**src/include/bootLoader_defines.svh**
```systemverilog
`ifndef BOOT_LOADER_DEFINES_SVH
`define BOOT_LOADER_DEFINES_SVH

//////////////////////////////////////////////////
// KL10 word geometry
//////////////////////////////////////////////////

// Full machine word, bit 35 is the leftmost bit
`define BOOT_WORD_BITS 36

// One half word
// The left half holds the IOWD count, the right half the address
`define BOOT_HALF_BITS 18

//////////////////////////////////////////////////
// Front-end executable file format
//////////////////////////////////////////////////

// Bytes per word in the file
// Bytes 0..3 are full, byte 4 carries only four bits in its high nibble
`define BOOT_BYTES_PER_WORD 5

//////////////////////////////////////////////////
// Boot memory
//////////////////////////////////////////////////

// Address bits actually decoded by the boot memory
// Higher address bits wrap, so the memory repeats every 1024 words
`define BOOT_MEM_ADDR_BITS 10

`endif

```
**src/rtl/bootLoaderPkg.sv**
```systemverilog
`include "bootLoader_defines.svh"

package bootLoaderPkg;

  //////////////////////////////////////////////////
  // Words
  //////////////////////////////////////////////////

  // One 18 bit half word
  typedef logic [`BOOT_HALF_BITS-1:0] tHalf;

  // One 36 bit word
  // Left half is the upper 18 bits, as on the KL10
  typedef struct packed {
    tHalf lh;
    tHalf rh;
  } tWord;

  //////////////////////////////////////////////////
  // Memory write request
  //////////////////////////////////////////////////

  // Full 18 bit address, the memory decodes only its low bits
  typedef struct packed {
    tHalf addr;
    tWord data;
  } tMemWrite;

  //////////////////////////////////////////////////
  // Load status
  //////////////////////////////////////////////////

  // Lowest and highest addresses written in this load
  typedef struct packed {
    tHalf minAddr;
    tHalf maxAddr;
  } tExtent;

  // Everything the loader reports about the current image
  typedef struct packed {
    // Set by loadStart, cleared by the start word
    logic   loading;
    // Held high from the start word to the next loadStart
    logic   loadDone;
    // Start instruction that ended the load
    tWord   startWord;
    tExtent extent;
    // Number of data words written
    tHalf   wordCount;
  } tLoadStatus;

endpackage

```
**src/rtl/bootWordAssembler.sv**
```systemverilog
`timescale 1ns/100ps
`include "bootLoader_defines.svh"

// Packs five file bytes into one 36 bit word
module bootWordAssembler (
  input  logic                CLK,
  input  logic                arstN,
  input  logic                loadStart,
  input  logic [7:0]          byteIn,
  input  logic                byteValid,
  output bootLoaderPkg::tWord wordOut,
  output logic                wordValid
);
  import bootLoaderPkg::*;

  // Phase counts 0..4 within one file word
  localparam int PhaseBits = $clog2(`BOOT_BYTES_PER_WORD);
  localparam int LastPhase = `BOOT_BYTES_PER_WORD - 1;
  // Bits delivered by the four full bytes
  localparam int HeadBits  = `BOOT_WORD_BITS - 4;

  logic [PhaseBits-1:0] phase;
  logic                 lastByte;
  // Bytes 0..3, oldest byte ends up in the top slot
  logic [HeadBits-1:0]  headBytes;

  // Current byte is byte 4 of the word
  assign lastByte = (phase == PhaseBits'(LastPhase));

  //////////////////////////////////////////////////
  // Byte phase and word strobe
  //////////////////////////////////////////////////

  always_ff @(posedge CLK or negedge arstN) begin
    if (!arstN) begin
      phase     <= '0;
      wordValid <= 1'b0;
    end else if (loadStart) begin
      // New image starts on a word boundary
      phase     <= '0;
      wordValid <= 1'b0;
    end else begin
      // One cycle pulse after the fifth byte is captured
      wordValid <= byteValid && lastByte;
      if (byteValid) begin
        if (lastByte) begin
          phase <= '0;
        end else begin
          phase <= phase + 1'b1;
        end
      end
    end
  end

  //////////////////////////////////////////////////
  // Byte packing
  //////////////////////////////////////////////////

  always_ff @(posedge CLK) begin
    // Full bytes shift in from the right
    if (byteValid && !lastByte) begin
      headBytes <= {headBytes[HeadBits-9:0], byteIn};
    end
    // Byte 4 supplies the low four bits from its high nibble
    // Its low nibble is padding in the file format and is dropped
    if (byteValid && lastByte) begin
      wordOut <= tWord'({headBytes, byteIn[7:4]});
    end
  end

endmodule

```
**config.mk**
```make
export PLATFORM = sky130hd
export DESIGN_NAME = bootWordAssembler
export DESIGN_NICKNAME = d
export VERILOG_FILES = /design/src/rtl/bootLoaderPkg.sv /design/src/rtl/bootWordAssembler.sv
export VERILOG_INCLUDE_DIRS = /design/src /design/src/include
export SDC_FILE = /design/constraint.sdc
export NUM_CORES = 1
export LEC_CHECK = 0
export BUFFER_PORTS_ARGS = -buffer_cell sky130_fd_sc_hd__buf_2
export CORE_ASPECT_RATIO = 0.8
export CORE_MARGIN = 2
export CORE_UTILIZATION = 47
export CTS_CLUSTER_SIZE = 20
export DETAILED_ROUTE_END_ITERATION = 6
export PLACE_DENSITY = 0.73
export SYNTH_ARGS = -nofsm -noshare
export SYNTH_HDL_FRONTEND = slang
export SYNTH_SLANG_ARGS = --single-unit
```
**constraint.sdc**
```tcl
create_clock -name CLK -period 1.95 [get_ports CLK]
set_input_delay 0.39 -clock CLK [delete_from_list [all_inputs] [get_ports CLK]]
set_output_delay 0.39 -clock CLK [all_outputs]
set_load 0.05 [all_outputs]
```
; After elaboration in Yosys (flattened, before gate mapping)
; Cells that the tools add are included.
[totals]
output_inout_bits = 37
register_bits = 72
rom_bits = 0
latch_bits = 0
mem_bits_rw = 0
memories = 0
[classes]
shifts = 0
multipliers = 0
muxes = 4
magnitude_cmp = 0
bitwise = 0
div_mod_pow = 0
n_addsub = 1
reduce_logical = 4
n_eq_ne = 1
[ops]
columns = operator, count
row1 = $mux 3, 3
row2 = $add 3x1->3 const B, 1
row3 = $eq 3x3->1 const B, 1
row4 = $logic_and 1x1->1, 2
row5 = $reduce_bool 2->1, 1
row6 = $logic_not 1->1, 1
row7 = $mux 1, 1

; Longest topological paths before layout
[logic_depth]
depth_word = 4
depth_mapped = 5

; Least setup slack after synthesis
; OpenSTA, ideal clock, no wires.
[synth_timing]
path_kind = register to register
startpoint = reg phase[0]
endpoint = reg headBytes[0], enable pin
t_arrival_ns = 1.584
path_stages_with_launch = 4
setup_slack_ns = -0.036
n_path_buf = 0
cell_sequence = dfrtp_1 > inv_1 > ha_1 > a21boi_2
[synth_between]
elab_chain_len = 3
[synth_rtl]
columns = item, line_no
row1 = start: declaration, bootWordAssembler.sv:22  ; logic [PhaseBits-1:0] phase;
row2 = start signal: assignment, bootWordAssembler.sv:49  ; phase <= phase + 1'b1;
row3 = $eq 3x3->1, bootWordAssembler.sv:28  ; assign lastByte = (phase == PhaseBits'(LastPhase));
row4 = $logic_not 1->1, bootWordAssembler.sv:61  ; if (byteValid && !lastByte) begin
row5 = $logic_and 1x1->1, bootWordAssembler.sv:61
row6 = end signal: assignment, bootWordAssembler.sv:62  ; headBytes <= {headBytes[HeadBits-9:0], byteIn};
row7 = end: declaration, bootWordAssembler.sv:25  ; logic [HeadBits-1:0] headBytes;
; Every way passes these cells.
; A chain may end at the register's enable or synchronous reset.

; Worst setup path after layout
[layout_timing]
startpoint = reg phase[0]
endpoint = reg wordOut[0] (netlist name), enable pin
[layout_between]
elab_chain_len = 2
[layout_rtl]
columns = item, line_no
row1 = $eq 3x3->1, bootWordAssembler.sv:28
row2 = $logic_and 1x1->1, bootWordAssembler.sv:66  ; if (byteValid && lastByte) begin
row3 = end signal: assignment, bootWordAssembler.sv:67  ; wordOut <= tWord'({headBytes, byteIn[7:4]});
row4 = end: declaration, bootWordAssembler.sv:11  ; output bootLoaderPkg::tWord wordOut,
; Every way passes these cells.

==> flow_metrics.env <==
export IMPL_drtPass1Iterations=4
export IMPL_finalNonFillerCells=212
export IMPL_worst_path_largest_cell_delay_ns=0.41
export IMPL_numPortBuffers=48
export IMPL_hold_end="headBytes[3]"
export IMPL_rr_startpoint="phase[0]"
export IMPL_rows=22
export IMPL_core_area_um2=4600
export IMPL_crit_path_start_kind="flip-flop"
export IMPL_cts_sinks=72
export IMPL_synth_fa_ha_area_share_pct=1.11
export IMPL_track_usage_pct=13.5
export IMPL_dieArea_um2=5380
export IMPL_end_kind="flip-flop"
export IMPL_finClkSkew_ns=0.00450
export IMPL_cts_made_buffers=9
export IMPL_synth_net_count=101
export IMPL_ctsHoldBuffers=1
export IMPL_placed_cells=197
export IMPL_boundaryPins=49
export IMPL_holdWs_ns=0.235
export IMPL_fmax_mhz=624
export IMPL_path_max_fanout=37
export IMPL_rrSetupSlack_ns=0.35
export IMPL_drt_iter0_markers=80
export IMPL_layout_drive_gt1_share_pct=42.1
export IMPL_die_w_um=81.5
export IMPL_clk_latency_ns=0.33
export IMPL_nNetsFinal=163
export IMPL_ant_nets=0
export IMPL_yosys_warnings=0
export IMPL_ys_types=15
export IMPL_hold_depth=1
export IMPL_irDropWorstVdd_mv=0.599
export IMPL_outcome="complete, no violations"
export IMPL_arrival_ns=1.63
export IMPL_synth_compound_area_share_pct=1.55
export IMPL_cts_setup_buffers=0
export IMPL_powerDensity_nw_per_um2=982
export IMPL_antenna_found_initial=0
export IMPL_synth_xor_area_share_pct=0
export IMPL_yosysSeqAreaShare_pct=94.9
export IMPL_antenna_cells=0
export IMPL_routed_via_density=4.57
export IMPL_reg2regPathDepth=4
export IMPL_initial_core_util_pct=49.1
export IMPL_dpl_hpwl_mm=1.94
export IMPL_synth_top_family_by_area="simple AND/OR/NAND/NOR gates"
export IMPL_hold_viol_final=0
export IMPL_place_congestion=0.758
export IMPL_clk_pin_slew_ns=0.06
export IMPL_vias=968
export IMPL_cts_tree="yes"
export IMPL_p_total_uw=2720
export IMPL_syn_inst=87
export IMPL_hp_class="in -> reg"
export IMPL_finalCriticalPeriod_ns=1.60
export IMPL_wl_mm=3.17
export IMPL_timing_setup_critical_path_class="reg -> reg"
export IMPL_post_cts_resized=0
export IMPL_clockBufferDepth=2
export IMPL_cts_root_buf="clkbuf_8"
export IMPL_synthSimpleGateAreaFrac_pct=1.66
export IMPL_crit_chain="inv_1, ha_1, and3_2, buf_12"
export IMPL_leakage_uw=0.00104
export IMPL_cap_violations=0
export IMPL_grt_pass1_vias=1032
export IMPL_grt_ovfl_total=0
export IMPL_h_tree_depth=3
export IMPL_required_ns=1.97
export IMPL_worst_pin_slew_ns=0.261
export IMPL_wl_per_cell_um=15.0
export IMPL_slew_headroom_pct=82.7
export IMPL_post_synth_mux_area_share_pct=0.443
export IMPL_synth_seq_cells=72
export IMPL_fp_dieH_um=66.0
export IMPL_timing_rr_end="wordOut[0]"
export IMPL_syn_area_per_cell_um2=25.9
export IMPL_tns_ns=0
export IMPL_min_delay_start="byteIn[3]"
export IMPL_grt_setup_unrepaired="false"
export IMPL_synth_cell_area_um2=2260
export IMPL_setup_viol=0
export IMPL_critPathSlowestCell="dfrtp_1"
export IMPL_drc=0
export IMPL_grt_first_pass_wirelength_mm=4.85
export IMPL_slew_viol_final=0
export IMPL_grt_max_degree=38
export IMPL_areaGrowthSynthToFinish_pct=22.8
export IMPL_fin_crit_sh_pct=82.2
[synth_stat cells]
master	count	area (um2)
inv_1	2	7.51
and2b_2	1	8.76
nor3_1	1	5.00
edfxtp_1	68	2040
and3_2	1	7.51
a21boi_2	1	11.3
dfrtp_1	4	100
ha_1	2	25.0
nor2_1	1	3.75
o211a_1	1	10.0
mux2i_1	1	10.0
a21oi_2	1	8.76
a21oi_1	1	5.00
nor2_2	1	6.26
nor2b_1	1	6.26
[worst max path at each step]
stage / startpoint / endpoint / slack [ns]
floorplan: phase[0] / headBytes[0] / 0.28
global placement: phase[0] / wordOut[3] / 0.51
detailed placement: phase[0] / wordOut[1] / 0.39
CTS: phase[0] / wordOut[23] / 0.35
global route: phase[0] / wordOut[15] / 0.28
finish: phase[0] / wordOut[0] / 0.35
[power by group]
part           switching, uW  leakage, uW  internal (uW)
combinational           46.2     0.000280           25.5
clock                    452    0.0000718            435
sequential              19.1     0.000691           1740
total                    517      0.00104           2200
[cell usage in the layout, fill, tap and decap left out]
cell type	count
nor2b_1	1
clkbuf_8	9
and3_2	1
dfrtp_1	4
a21oi_2	1
buf_12	2
a21oi_1	1
nor2_2	1
nor3_1	1
buf_2	48
inv_1	2
a21boi_4	1
edfxtp_1	68
nor2_1	1
dlygate4sd3_1	1
mux2i_1	1
clkinv_1	3
o211a_1	1
clkbuf_1	2
ha_1	2
and2b_2	1
[metal layers]
layer  routed length [um]  share of wire, %  global-route usage, %
met3                  231               7.3                   7.10
met5                    0                 0                      0
met2                 1570                50                   19.6
met4                   73               2.3                   8.05
met1                 1290                41                   15.8
[cell type report]
type	count	area, um2
flip-flops and latches	72	2140
fillers	316	1820
repair buffers	51	290
clock buffers	11	131
multi-input cells	13	115
well taps	60	75.1
clock inverters	3	11.3
inverters	2	7.51
[cell families (layout without fill, tap and decap cells)]
kind of cell,after synthesis,in the layout
compound gates,4,4
mux,1,1
simple gates,6,6
fa+ha+maj,2,2
flops,72,72
buf+inv,2,67
[critical path: cells and delay by family (launching register included)]
family,cells,cell delay [ns]
adder cells (fa/ha/maj),1,0.27
AND/OR/NAND/NOR,1,0.24
buffers and inverters,2,0.37
flip-flops,1,0.41
[flip-flops by register name, indices dropped and copies added (netlist names)]
signal,flops
wordOut,36
wordValid,1
phase,3
headBytes,32
[per-stage QoR]
step                instance area [um2]  worst slack, ns  util [%]
floorplan                          2260            0.278         -
global placement                   2620            0.512      57.0
detailed placement                 2620            0.391      57.0
CTS                                2770            0.351      60.3
global route                       2770            0.283      60.3
finish                             2770            0.346      60.3
(Power assumes the default switching activity.)
