===== src/include/bootLoader_defines.svh =====
`ifndef BOOT_LOADER_DEFINES_SVH
`define BOOT_LOADER_DEFINES_SVH

//////////////////////////////////////////////////
// KL10 word geometry
//////////////////////////////////////////////////

// Full machine word, bit 35 is the leftmost bit
`define BOOT_WORD_BITS 36

// One half word
// The left half holds the IOWD count, the right half the address
`define BOOT_HALF_BITS 18

//////////////////////////////////////////////////
// Front-end executable file format
//////////////////////////////////////////////////

// Bytes per word in the file
// Bytes 0..3 are full, byte 4 carries only four bits in its high nibble
`define BOOT_BYTES_PER_WORD 5

//////////////////////////////////////////////////
// Boot memory
//////////////////////////////////////////////////

// Address bits actually decoded by the boot memory
// Higher address bits wrap, so the memory repeats every 1024 words
`define BOOT_MEM_ADDR_BITS 10

`endif


===== src/rtl/bootLoaderPkg.sv =====
`include "bootLoader_defines.svh"

package bootLoaderPkg;

  //////////////////////////////////////////////////
  // Words
  //////////////////////////////////////////////////

  // One 18 bit half word
  typedef logic [`BOOT_HALF_BITS-1:0] tHalf;

  // One 36 bit word
  // Left half is the upper 18 bits, as on the KL10
  typedef struct packed {
    tHalf lh;
    tHalf rh;
  } tWord;

  //////////////////////////////////////////////////
  // Memory write request
  //////////////////////////////////////////////////

  // Full 18 bit address, the memory decodes only its low bits
  typedef struct packed {
    tHalf addr;
    tWord data;
  } tMemWrite;

  //////////////////////////////////////////////////
  // Load status
  //////////////////////////////////////////////////

  // Lowest and highest addresses written in this load
  typedef struct packed {
    tHalf minAddr;
    tHalf maxAddr;
  } tExtent;

  // Everything the loader reports about the current image
  typedef struct packed {
    // Set by loadStart, cleared by the start word
    logic   loading;
    // Held high from the start word to the next loadStart
    logic   loadDone;
    // Start instruction that ended the load
    tWord   startWord;
    tExtent extent;
    // Number of data words written
    tHalf   wordCount;
  } tLoadStatus;

endpackage


===== src/rtl/bootIowdParser.sv =====
`timescale 1ns/100ps
`include "bootLoader_defines.svh"

// Interprets the word stream as IOWD blocks and a start word
module bootIowdParser (
  input  logic                      CLK,
  input  logic                      arstN,
  input  logic                      loadStart,
  input  bootLoaderPkg::tWord       wordIn,
  input  logic                      wordValid,
  output bootLoaderPkg::tMemWrite   memWrite,
  output logic                      memWriteEn,
  output bootLoaderPkg::tLoadStatus status
);
  import bootLoaderPkg::*;

  // Expecting a header or start word, or inside a data block
  typedef enum logic {
    stHeader,
    stData
  } tParseState;

  tParseState state;
  // Data words still due in the current block
  tHalf       remaining;
  // Address of the next data word
  tHalf       nextAddr;
  logic       loading;
  logic       loadDone;
  tWord       startWord;
  tExtent     extent;
  tHalf       wordCount;

  logic       acceptWord;
  logic       negLeft;
  logic       isHeader;
  logic       isStart;
  logic       isData;

  //////////////////////////////////////////////////
  // Word classification
  //////////////////////////////////////////////////

  // Words outside a load are dropped
  assign acceptWord = wordValid && loading;

  // Left half of 400000 octal or more, i.e. a negative count
  assign negLeft = wordIn.lh[`BOOT_HALF_BITS-1];

  assign isHeader = acceptWord && (state == stHeader) && negLeft;
  // Positive left half in place of a header ends the load
  assign isStart  = acceptWord && (state == stHeader) && !negLeft;
  assign isData   = acceptWord && (state == stData);

  //////////////////////////////////////////////////
  // Block sequencing and statistics
  //////////////////////////////////////////////////

  always_ff @(posedge CLK or negedge arstN) begin
    if (!arstN) begin
      state            <= stHeader;
      remaining        <= '0;
      nextAddr         <= '0;
      loading          <= 1'b0;
      loadDone         <= 1'b0;
      extent.minAddr   <= '1;
      extent.maxAddr   <= '0;
      wordCount        <= '0;
      memWriteEn       <= 1'b0;
    end else if (loadStart) begin
      // Fresh image, forget everything from the last one
      state            <= stHeader;
      remaining        <= '0;
      loading          <= 1'b1;
      loadDone         <= 1'b0;
      extent.minAddr   <= '1;
      extent.maxAddr   <= '0;
      wordCount        <= '0;
      memWriteEn       <= 1'b0;
    end else begin
      // Write strobe trails the data word by one cycle
      memWriteEn <= isData;

      if (isHeader) begin
        // Count is 1000000 octal minus the left half, modulo 2^18
        remaining <= tHalf'(0) - wordIn.lh;
        nextAddr  <= wordIn.rh;
        state     <= stData;
      end

      if (isData) begin
        nextAddr  <= nextAddr + 1'b1;
        remaining <= remaining - 1'b1;
        wordCount <= wordCount + 1'b1;
        // Extents use the full 18 bit address
        if (nextAddr < extent.minAddr) begin
          extent.minAddr <= nextAddr;
        end
        if (nextAddr > extent.maxAddr) begin
          extent.maxAddr <= nextAddr;
        end
        // Last word of the block, back to header decode
        if (remaining == tHalf'(1)) begin
          state <= stHeader;
        end
      end

      if (isStart) begin
        loading  <= 1'b0;
        loadDone <= 1'b1;
      end
    end
  end

  //////////////////////////////////////////////////
  // Payload capture
  //////////////////////////////////////////////////

  always_ff @(posedge CLK) begin
    if (isData) begin
      memWrite.addr <= nextAddr;
      memWrite.data <= wordIn;
    end
    if (isStart) begin
      startWord <= wordIn;
    end
  end

  // Status as seen by the host
  assign status.loading   = loading;
  assign status.loadDone  = loadDone;
  assign status.startWord = startWord;
  assign status.extent    = extent;
  assign status.wordCount = wordCount;

endmodule


===== config.mk =====
export PLATFORM = sky130hd
export DESIGN_NAME = bootIowdParser
export DESIGN_NICKNAME = d
export VERILOG_FILES = /design/src/rtl/bootLoaderPkg.sv /design/src/rtl/bootIowdParser.sv
export VERILOG_INCLUDE_DIRS = /design/src /design/src/include
export SDC_FILE = /design/constraint.sdc
export NUM_CORES = 1
export LEC_CHECK = 0
export ABC_AREA = 1
export BUFFER_PORTS_ARGS = -buffer_cell sky130_fd_sc_hd__buf_2
export CORE_ASPECT_RATIO = 1.25
export CORE_MARGIN = 8
export CORE_UTILIZATION = 35
export DETAILED_ROUTE_END_ITERATION = 8
export SYNTH_ARGS = -nofsm -noshare
export SYNTH_HDL_FRONTEND = slang
export SYNTH_SLANG_ARGS = --single-unit

===== constraint.sdc =====
create_clock -name CLK -period 3.6 [get_ports CLK]
set_input_delay 0.54 -clock CLK [delete_from_list [all_inputs] [get_ports CLK]]
set_output_delay 0.54 -clock CLK [all_outputs]
set_load 0.05 [all_outputs]

Word-level counts from Yosys, hierarchy flattened
Cells that the tools add are included.
{"block": "word_totals", "input_bits": 40, "out_inout_bits": 147, "latchBits": 0, "mem_bits_rw": 0, "mem_bits_ro": 0, "regBits": 184, "mem_count": 0}
{"block": "classes", "add_sub_neg": 4, "shifts": 0, "n_eq_ne": 1, "n_div": 0, "bitwise_logic": 2, "mul": 0, "n_mux": 20, "reduce_logical": 15, "magnitude_cmp": 2}
{"cell": "$mux W18", "count": 9}
{"cell": "$mux W36", "count": 2}
{"cell": "$add A18 B1 Y18 const B", "count": 2}
{"cell": "$eq A18 B1 Y1 const B", "count": 1}
{"cell": "$gt A18 B18 Y1", "count": 1}
{"cell": "$lt A18 B18 Y1", "count": 1}
{"cell": "$sub A1 B18 Y18 const A", "count": 1}
{"cell": "$sub A18 B1 Y18 const B", "count": 1}
{"cell": "$reduce_bool A2 Y1", "count": 5}
{"cell": "$mux W1", "count": 9}
{"cell": "$reduce_and A2 Y1", "count": 3}
{"cell": "$logic_and A1 B1 Y1", "count": 5}
{"cell": "$reduce_bool A3 Y1", "count": 1}
{"cell": "$not A1 Y1", "count": 2}
{"cell": "$logic_not A1 Y1", "count": 1}

Depth between registers and ports, before layout
Gate-level depths: netlist (run 1).
{"block": "depth", "depth_word": 7, "mapped_depth": 15, "depth_no_buf": 14}

Least setup slack after synthesis (run 1)
No wires, ideal clock.
{"block": "synth_path", "kind": "in2reg", "start": "input port wordValid", "end": "register startWord, in the netlist status[54] (enable)", "setup_slack_ps": 986, "arrival_time_ps": 2183, "cell_stages": 2, "setup_ps": 431, "required_ps": 3169, "cell_sequence": "nand3_1 -> nor2_1"}
{"block": "synth_via", "elab_chain_len": 3}
{"item": "start: declaration", "line_no": "bootIowdParser.sv:10", "text": "input logic wordValid,"}
{"item": "$logic_and A1 B1 Y1", "line_no": "bootIowdParser.sv:45", "text": "assign acceptWord = wordValid && loading;"}
{"item": "$logic_and A1 B1 Y1 (2 in a row)", "line_no": "bootIowdParser.sv:52", "text": "assign isStart = acceptWord && (state == stHeader) && !negLeft;"}
{"item": "via isStart", "line_no": "bootIowdParser.sv:37", "text": "logic isStart;"}
{"item": "end signal: assignment", "line_no": "bootIowdParser.sv:125", "text": "startWord <= wordIn;"}
{"item": "end: declaration", "line_no": "bootIowdParser.sv:30", "text": "tWord startWord;"}
The timed path passes the listed nets, and every way through them passes these cells.
A chain may end at the register's enable or synchronous reset.

Worst setup path in the final report (run 1)
{"block": "layout_path", "start": "register state", "end": "register remaining[7]"}
{"block": "layout_via", "elab_chain_len": 4, "word_cells_on_any_way": 7, "cone_classes": "mux (2); bitwise (1); reduce/logical (4)"}
{"item": "start: declaration", "line_no": "bootIowdParser.sv:23", "text": "tParseState state;"}
{"item": "start signal: assignment", "line_no": "bootIowdParser.sv:61", "text": "state <= stHeader;"}
{"item": "start signal: assignment", "line_no": "bootIowdParser.sv:72", "text": "state <= stHeader;"}
{"item": "start signal: assignment", "line_no": "bootIowdParser.sv:88", "text": "state <= stData;"}
{"item": "$not A1 Y1", "line_no": "bootIowdParser.sv:50", "text": "assign isHeader = acceptWord && (state == stHeader) && negLeft;"}
{"item": "$logic_and A1 B1 Y1 (2 in a row)", "line_no": "bootIowdParser.sv:50"}
{"item": "$reduce_bool A3 Y1 (no line)"}
{"item": "end signal: assignment", "line_no": "bootIowdParser.sv:86", "text": "remaining <= tHalf'(0) - wordIn.lh;"}
{"item": "end signal: assignment", "line_no": "bootIowdParser.sv:93", "text": "remaining <= remaining - 1'b1;"}
{"item": "end: declaration", "line_no": "bootIowdParser.sv:25", "text": "tHalf remaining;"}
Parallel ways exist; a longest one is shown, timed or not.

==> qor.csv, run 1 <==
stage;metric;value;unit
sta;setup_violations;0;
hold_path;timing.hold.worst.class;primary input to async pin;
routing;detail_route.vias_per_cell;4.92;
layout;regArea;5080;sq um
clocking;cts_tree;yes;
critical_path;rr_startpoint;state;
synth;synth_enable_flop_cells;90;
floorplanning;die_height;200;um
critical_path;critical_path.endpoint_type;flip-flop;
synth;synth.mux.area_fraction;0;
placement;detailedPlacementHpwl;19400;um
synth;ys_ff_latch;184;
floorplanning;floorplan.core_area;26700;sq um
synth;synth_compound_gate_area_share;0.0686;
sta;worst-slew-pin-transition;0.839;ns
pwr;share_comb_of_total_power;0.292;
placement;port-buffer-count;186;
critical_path;path_class;flip-flop to flip-flop;
sta;max_slew_margin;0.439;
synth;synth_cells;1057;
sta;slew_violations;0;
pwr;power_density;593;nW/um^2
clocking;htree_num_levels;4;
status;run_status;completed;
layout;fillers;2652;
floorplanning;initial_core_util;0.355;
synth;synth-xor-area-share;0.0101;
pwr;static-leakage-power;0.00532;uW
clocking;total_clock_buffers_created_by_cts;17;
pwr;clockPowerShare;0.289;
synth;ys_seq_area_frac;0.534;
floorplanning;fp.dieW;163;um
routing;route.detailed.drc;0;
critical_path;cp_data_required_time;3.94;ns
layout;fin_nets;1317;
critical_path;worstRegToRegCells;5;
clocking;clock-sinks;184;
critical_path;arrival;2.66;ns
grt;global_route_wire_length_before_repair;41600;um
floorplanning;rows;67;
synth;synth-simple-area-share;0.262;
sta;period_share;0.643;
synth;syn-cell-area;9510;sq um
pwr;intPower;4190;uW
routing;drt-wirelength-per-cell;16.5;um
grt;grt_antenna_before_repair;2;
floorplanning;ios;187;
clocking;clk_lat_worst_skew;0.44;ns
critical_path;crit_path_start;state;
routing;final_antenna_net_count;0;
sta;post-route-min-period;2.32;ns
floorplanning;floorplan.die_area;32700;sq um
synth;yosysWarningCount;0;
synth;synth_area_per_cell;8.99;sq um
routing;drtPass1Iterations;5;
synth;synthArstFlopShare;0.511;
pwr;net_switching_share_of_the_total_power;0.378;
critical_path;critPathMaxFanout;27;
pwr;share_seq_of_total_power;0.419;
critical_path;r2r_setup_slack;1.28;ns
sta;fin_skew;0.0133;ns
sta;timing.final.hold_violations;0;
placement;place_area;10800;sq um
sta;finalHoldWorstSlack;0.0950;ns
grt;grt_start_max_net_pins;55;
pwr;power.switching;2550;uW
layout;multiInputGateArea;3750;sq um
pwr;power.ir.vdd_worst;0.353;mV
critical_path;setup.worst_path.end;remaining[7];
critical_path;regToRegEndpoint;remaining[7];
sta;clock.fmax;432;MHz
routing;dr_total_vias;7841;
layout;area_growth;19.5;%
grt;grt_pass1_vias;7806;
clocking;clk_pin_slew;0.08;ns
clocking;clk_tree_root_cell;sky130_fd_sc_hd__clkbuf_16;
synth;combinational_family_with_the_most_area_after_synthesis;simple AND/OR/NAND/NOR gates;
layout;insertedDiodeCount;0;
run;max_cap_violations;0;
synth;synth_fa_ha_area_frac;0.0526;
clocking;cts_hold_buffers;0;
synth;mappedNetlistNets;1137;
synth;synth_cell_types;46;
clocking;clock_path_buffers;2;
layout;final_layout_size_suffix_gt1_frac;0.222;
critical_path;worstSetupStartpointType;flip-flop;
placement;routabilityCongestion;0.836;
layout;finish.instance_area;11400;sq um
sta;totalNegativeSetupSlack;0;ns
sta;grt_setup_unrepaired;no;
grt;grt_overflow;0;
clocking;postCtsSetupBuffers;0;
routing;drt_iter0_markers;626;
synth;synth_ff_type;sky130_fd_sc_hd__edfxtp_1;
grt;grt_use_total;0.161;
routing;detail_route.wirelength;26300;um
clocking;cts-resized-gates;0;
[power groups by stage]
stage	sequential [uW]	clock [uW]	combinational, uW
finish	2820	1950	1970
global route	2870	2070	2200
CTS	2820	2000	1990
detailed placement	2860	0	1990
global placement	2870	0	1930
floorplan	3270	0	1020
[cell usage after synthesis (5+ instances only)]
cell type,instances,share of area
sky130_fd_sc_hd__edfxtp_1,90,0.28
sky130_fd_sc_hd__nand4_1,44,0.029
sky130_fd_sc_hd__buf_2,15,0.0079
sky130_fd_sc_hd__a21oi_1,35,0.018
sky130_fd_sc_hd__inv_2,5,0.0020
sky130_fd_sc_hd__clkbuf_1,6,0.0024
sky130_fd_sc_hd__nand2_1,275,0.11
sky130_fd_sc_hd__dfstp_2,18,0.050
sky130_fd_sc_hd__o21ai_1,11,0.0058
sky130_fd_sc_hd__nor2_1,82,0.032
sky130_fd_sc_hd__dfrtp_1,76,0.20
sky130_fd_sc_hd__nor3_1,15,0.0079
sky130_fd_sc_hd__nand3_1,105,0.055
sky130_fd_sc_hd__xor2_1,8,0.0074
sky130_fd_sc_hd__ha_1,40,0.053
sky130_fd_sc_hd__buf_4,5,0.0039
sky130_fd_sc_hd__o22ai_2,7,0.0092
sky130_fd_sc_hd__buf_6,5,0.0059
sky130_fd_sc_hd__o21ai_0,41,0.022
sky130_fd_sc_hd__inv_1,125,0.049
[logic make-up (layout without fill, tap and decap cells)]
| family | after synthesis | in the layout |
|---|---|---|
| compound gates | 111 | 111 |
| buf+inv | 162 | 355 |
| simple gates | 549 | 549 |
| xor+xnor | 11 | 11 |
| flops | 184 | 184 |
| fa+ha+maj | 40 | 40 |
[critical path, stage by stage (launching register included)]
cell,delay [ns]
sky130_fd_sc_hd__dfrtp_1,0.43
sky130_fd_sc_hd__nand3_4,0.40
sky130_fd_sc_hd__nand2_1,0.12
sky130_fd_sc_hd__nor2_1,0.65
sky130_fd_sc_hd__inv_1,0.34
sky130_fd_sc_hd__o21ai_0,0.26
[layout by cell type, fill, tap and decap left out, types with 3 or more instances in the layout]
cell type	count
sky130_fd_sc_hd__a21oi_1	35
sky130_fd_sc_hd__buf_2	185
sky130_fd_sc_hd__buf_4	5
sky130_fd_sc_hd__bufinv_16	3
sky130_fd_sc_hd__clkbuf_16	17
sky130_fd_sc_hd__clkinv_4	4
sky130_fd_sc_hd__dfrtp_1	76
sky130_fd_sc_hd__dfstp_2	18
sky130_fd_sc_hd__edfxtp_1	90
sky130_fd_sc_hd__ha_1	40
sky130_fd_sc_hd__inv_1	125
sky130_fd_sc_hd__inv_2	4
sky130_fd_sc_hd__inv_6	3
sky130_fd_sc_hd__nand2_1	275
sky130_fd_sc_hd__nand2_2	3
sky130_fd_sc_hd__nand2_4	3
sky130_fd_sc_hd__nand3_1	105
sky130_fd_sc_hd__nand3b_1	3
sky130_fd_sc_hd__nand4_1	44
sky130_fd_sc_hd__nor2_1	81
sky130_fd_sc_hd__nor2_4	4
sky130_fd_sc_hd__nor3_1	15
sky130_fd_sc_hd__nor4_1	3
sky130_fd_sc_hd__o21ai_0	41
sky130_fd_sc_hd__o21ai_1	11
sky130_fd_sc_hd__o22ai_1	3
sky130_fd_sc_hd__o22ai_2	7
sky130_fd_sc_hd__or2_2	3
sky130_fd_sc_hd__xnor2_1	3
sky130_fd_sc_hd__xor2_1	8
[per-stage QoR]
step | total power [uW] | utilization | cells | worst slack (ns)
3_3_place_gp | 4800 | 0.402 | 1563 | 1.03
4_1_cts | 6810 | 0.425 | 1595 | 1.24
5_1_grt | 7130 | 0.425 | 1595 | 1.07
6_report | 6730 | 0.425 | 1595 | 1.28
3_5_place_dp | 4850 | 0.402 | 1563 | 0.937
2_1_floorplan | 4300 | - | 1057 | 0.986
[metal layers]
layer / GRT usage / share of wire
met1: 0.186 / 0.41
met2: 0.283 / 0.51
met3: 0.0437 / 0.064
met4: 0.0496 / 0.016
met5: 0 / 0.0010
[sequential cells by signal, summed over array words and instances (netlist names)]
| name | flops |
|---|---|
| loadDone | 1 |
| loading | 1 |
| memWrite | 54 |
| memWriteEn | 1 |
| nextAddr | 18 |
| remaining | 18 |
| state | 1 |
| status | 72 |
| wordCount | 18 |
[area by class of cell]
type / instances / share of cell area
inverter: 131 / 0.0437
clock buffer: 19 / 0.0381
timing repair buffer: 192 / 0.0883
tap: 345 / 0.0380
sequential: 184 / 0.447
multi-input combinational: 711 / 0.330
clock inverter: 13 / 0.0151
[worst min-delay path by stage]
stage,cells past startpoint,slack [ns],to
after floorplan,0,0.24,loadDone
after global placement,2,0.46,status[52]
after detailed placement,2,0.46,status[52]
after CTS,1,0.1,status[21]
after global routing,1,0.12,status[21]
final,1,0.1,status[21]
No activity file was read; power rests on OpenSTA's default activity.
==> run 2, diff against run 1 <==
==> constraint.sdc (replaced) <==
create_clock -name CLK -period 1.85 [get_ports CLK]
set_input_delay 0.2775 -clock CLK [delete_from_list [all_inputs] [get_ports CLK]]
set_output_delay 0.2775 -clock CLK [all_outputs]
set_load 0.05 [all_outputs]
==> run 2 against run 1 <==
Net effect:
- the flow now finishes with violations (negative setup slack)
- critical path depth is 9 higher
- power is 120% higher
- sequential power is 89% higher
- via count is 6.4% higher
- count of clock-buffer cells in the layout is 3 higher
==> qor.csv, run 2 (synthesis results as in run 1) <==
stage;metric;value;unit
status;run_status;complete, but fails checks;
status;violations;negative setup slack;
sta;timing.final.hold_violations;0;
pwr;static-leakage-power;0.00583;uW
hold_path;timing.hold.worst.class;primary input to flip-flop;
clocking;total_clock_buffers_created_by_cts;17;
floorplanning;floorplan.die_area;32700;sq um
placement;detailedPlacementHpwl;20600;um
floorplanning;die_height;200;um
routing;detail_route.wirelength;28800;um
sta;max_slew_margin;0.639;
run;max_cap_violations;0;
critical_path;arrival;2.35;ns
sta;setup_violations;23;
routing;drt-wirelength-per-cell;17.1;um
grt;grt_overflow;0;
clocking;htree_num_levels;4;
layout;final_layout_size_suffix_gt1_frac;0.345;
routing;drt_iter0_markers;584;
routing;route.detailed.drc;0;
critical_path;rr_startpoint;nextAddr[12];
floorplanning;rows;67;
critical_path;critical_path.endpoint_type;flip-flop;
clocking;clk_pin_slew;0.07;ns
placement;worst_case_setup_slack_after_placement;-0.126;ns
layout;fin_nets;1405;
layout;fillers;2459;
grt;grt_antenna_before_repair;2;
pwr;power_density;1180;nW/um^2
sta;slew_violations;0;
sta;fin_skew;0.00828;ns
clocking;clock-sinks;184;
critical_path;setup.worst_path.end;status[44];
placement;routabilityCongestion;0.830;
layout;layout.cells.most_common_list;253 x sky130_fd_sc_hd__nand2_1, 185 x sky130_fd_sc_hd__buf_2, 116 x sky130_fd_sc_hd__inv_1;
floorplanning;initial_core_util;0.355;
layout;largest_register_ff_count;72;
sta;clock.fmax;506;MHz
clocking;clk_lat_worst_skew;0.43;ns
pwr;power.ir.vdd_worst;0.663;mV
sta;period_share;1.07;
critical_path;regToRegEndpoint;status[44];
routing;final_antenna_net_count;0;
layout;insertedDiodeCount;0;
sta;worst-slew-pin-transition;0.541;ns
grt;global_route_wire_length_before_repair;44600;um
clocking;clk_tree_root_cell;sky130_fd_sc_hd__clkbuf_16;
critical_path;worstSetupStartpointType;flip-flop;
critical_path;critPathMaxFanout;6;
critical_path;crit_path_start;nextAddr[12];
routing;dr_total_vias;8340;
routing;drtPass1Iterations;5;
floorplanning;fp.dieW;163;um
layout;post_route_utilization;0.475;
floorplanning;floorplan.core_area;26700;sq um
sta;post-route-min-period;1.98;ns
grt;grt_pass1_vias;8403;
placement;port-buffer-count;186;
critical_path;worstRegToRegCells;14;
clocking;cts_tree;yes;
floorplanning;ios;187;
critical_path;r2r_setup_slack;-0.13;ns
clocking;clock_path_buffers;2;
sta;grt_setup_unrepaired;yes;
routing;detail_route.vias_per_cell;4.96;
critical_path;cp_data_required_time;2.23;ns
grt;grt_use_total;0.172;
sta;finalWorstSetupSlack;-0.127;ns
layout;final_common_cell;sky130_fd_sc_hd__nand2_1;
grt;grt_start_max_net_pins;67;
layout;area_growth;33.5;%
critical_path;path_class;flip-flop to flip-flop;
-- run 2: cell types whose count changed in the layout (fill, tap and decap cells not counted), moves of 12 or more --
cell / previous run / this run
sky130_fd_sc_hd__nand3_1: 105 / 91
sky130_fd_sc_hd__buf_4: 5 / 70
sky130_fd_sc_hd__dfrtp_1: 76 / 48
sky130_fd_sc_hd__ha_1: 40 / 25
sky130_fd_sc_hd__ha_4: 0 / 14
sky130_fd_sc_hd__dfrtp_2: 0 / 28
sky130_fd_sc_hd__nand2_2: 3 / 21
sky130_fd_sc_hd__nand2_1: 275 / 253
sky130_fd_sc_hd__nand3_2: 1 / 13
-- run 2: repair_timing --
item / CTS / global route
endpoints found under the setup margin: 30 / 46
setup buffers: 6 / 9
pin swaps: 35 / 18
endpoints found under the hold margin: 20 / 0
gates resized for setup: 42 / 58
cloned: 4 / 2
hold buffers: 1 / 0
-- run 2: where the power goes --
group | switching, uW | internal, uW
sequential | 420 | 4920
clock | 1600 | 2080
combinational | 3660 | 2310
-- run 2: cell type report --
class | count | area [sq um] | area share
flip-flops and latches | 184 | 5110 | 0.403
multi-input cells | 714 | 4210 | 0.332
repair buffers | 277 | 1850 | 0.146
inverters | 131 | 497 | 0.0391
clock buffers | 22 | 465 | 0.0367
well taps | 345 | 432 | 0.0340
clock inverters | 10 | 118 | 0.00927
-- run 2: layer usage --
metal	part of all wire	up-vias	wire length (um)	track usage
met5	0.00094	-	27	0
met3	0.062	44	1790	0.0447
met1	0.39	3961	11300	0.193
met4	0.020	4	582	0.0519
met2	0.52	247	15000	0.311
li1	-	4084	-	-
-- run 2: worst max-delay path, cell delays in order (launching register included) --
cell	delay [ns]
sky130_fd_sc_hd__dfrtp_1	0.39
sky130_fd_sc_hd__buf_6	0.12
sky130_fd_sc_hd__buf_6	0.12
sky130_fd_sc_hd__ha_4	0.23
sky130_fd_sc_hd__nand2_2	0.07
sky130_fd_sc_hd__inv_1	0.04
sky130_fd_sc_hd__nand2_1	0.06
sky130_fd_sc_hd__nand2_2	0.06
sky130_fd_sc_hd__a21oi_4	0.15
sky130_fd_sc_hd__nand3_2	0.11
sky130_fd_sc_hd__nand2_4	0.11
sky130_fd_sc_hd__buf_12	0.17
sky130_fd_sc_hd__buf_12	0.14
sky130_fd_sc_hd__nand3_4	0.06
sky130_fd_sc_hd__nand2_2	0.09
-- run 2: through the flow --
stage | hold WS (ns) | power, uW | cells | TNS, ns | area, sq um
floorplan | -0.0181 | 8430 | 1057 | -1.34 | 9570
global placement | 0.249 | 10000 | 1629 | -1.15 | 11400
detailed placement | 0.246 | 10100 | 1629 | -1.95 | 11400
CTS | 0.0282 | 14500 | 1672 | -1.81 | 12400
global route | 0.0295 | 15800 | 1683 | -5.26 | 12700
finish | 0.0436 | 15000 | 1683 | -1.98 | 12700
-- run 2: how the worst min path moves through the flow --
| stage | cells after the start | slack (ns) | endpoint | startpoint |
|---|---|---|---|---|
| CTS | 1 | 0.03 | status[71] | wordIn[17] |
| floorplan | 0 | -0.02 | loadDone | arstN |
| global placement | 1 | 0.25 | status[18] | arstN |
| finish | 1 | 0.04 | status[71] | wordIn[17] |
| detailed placement | 1 | 0.25 | status[20] | arstN |
| global route | 1 | 0.03 | status[71] | wordIn[17] |
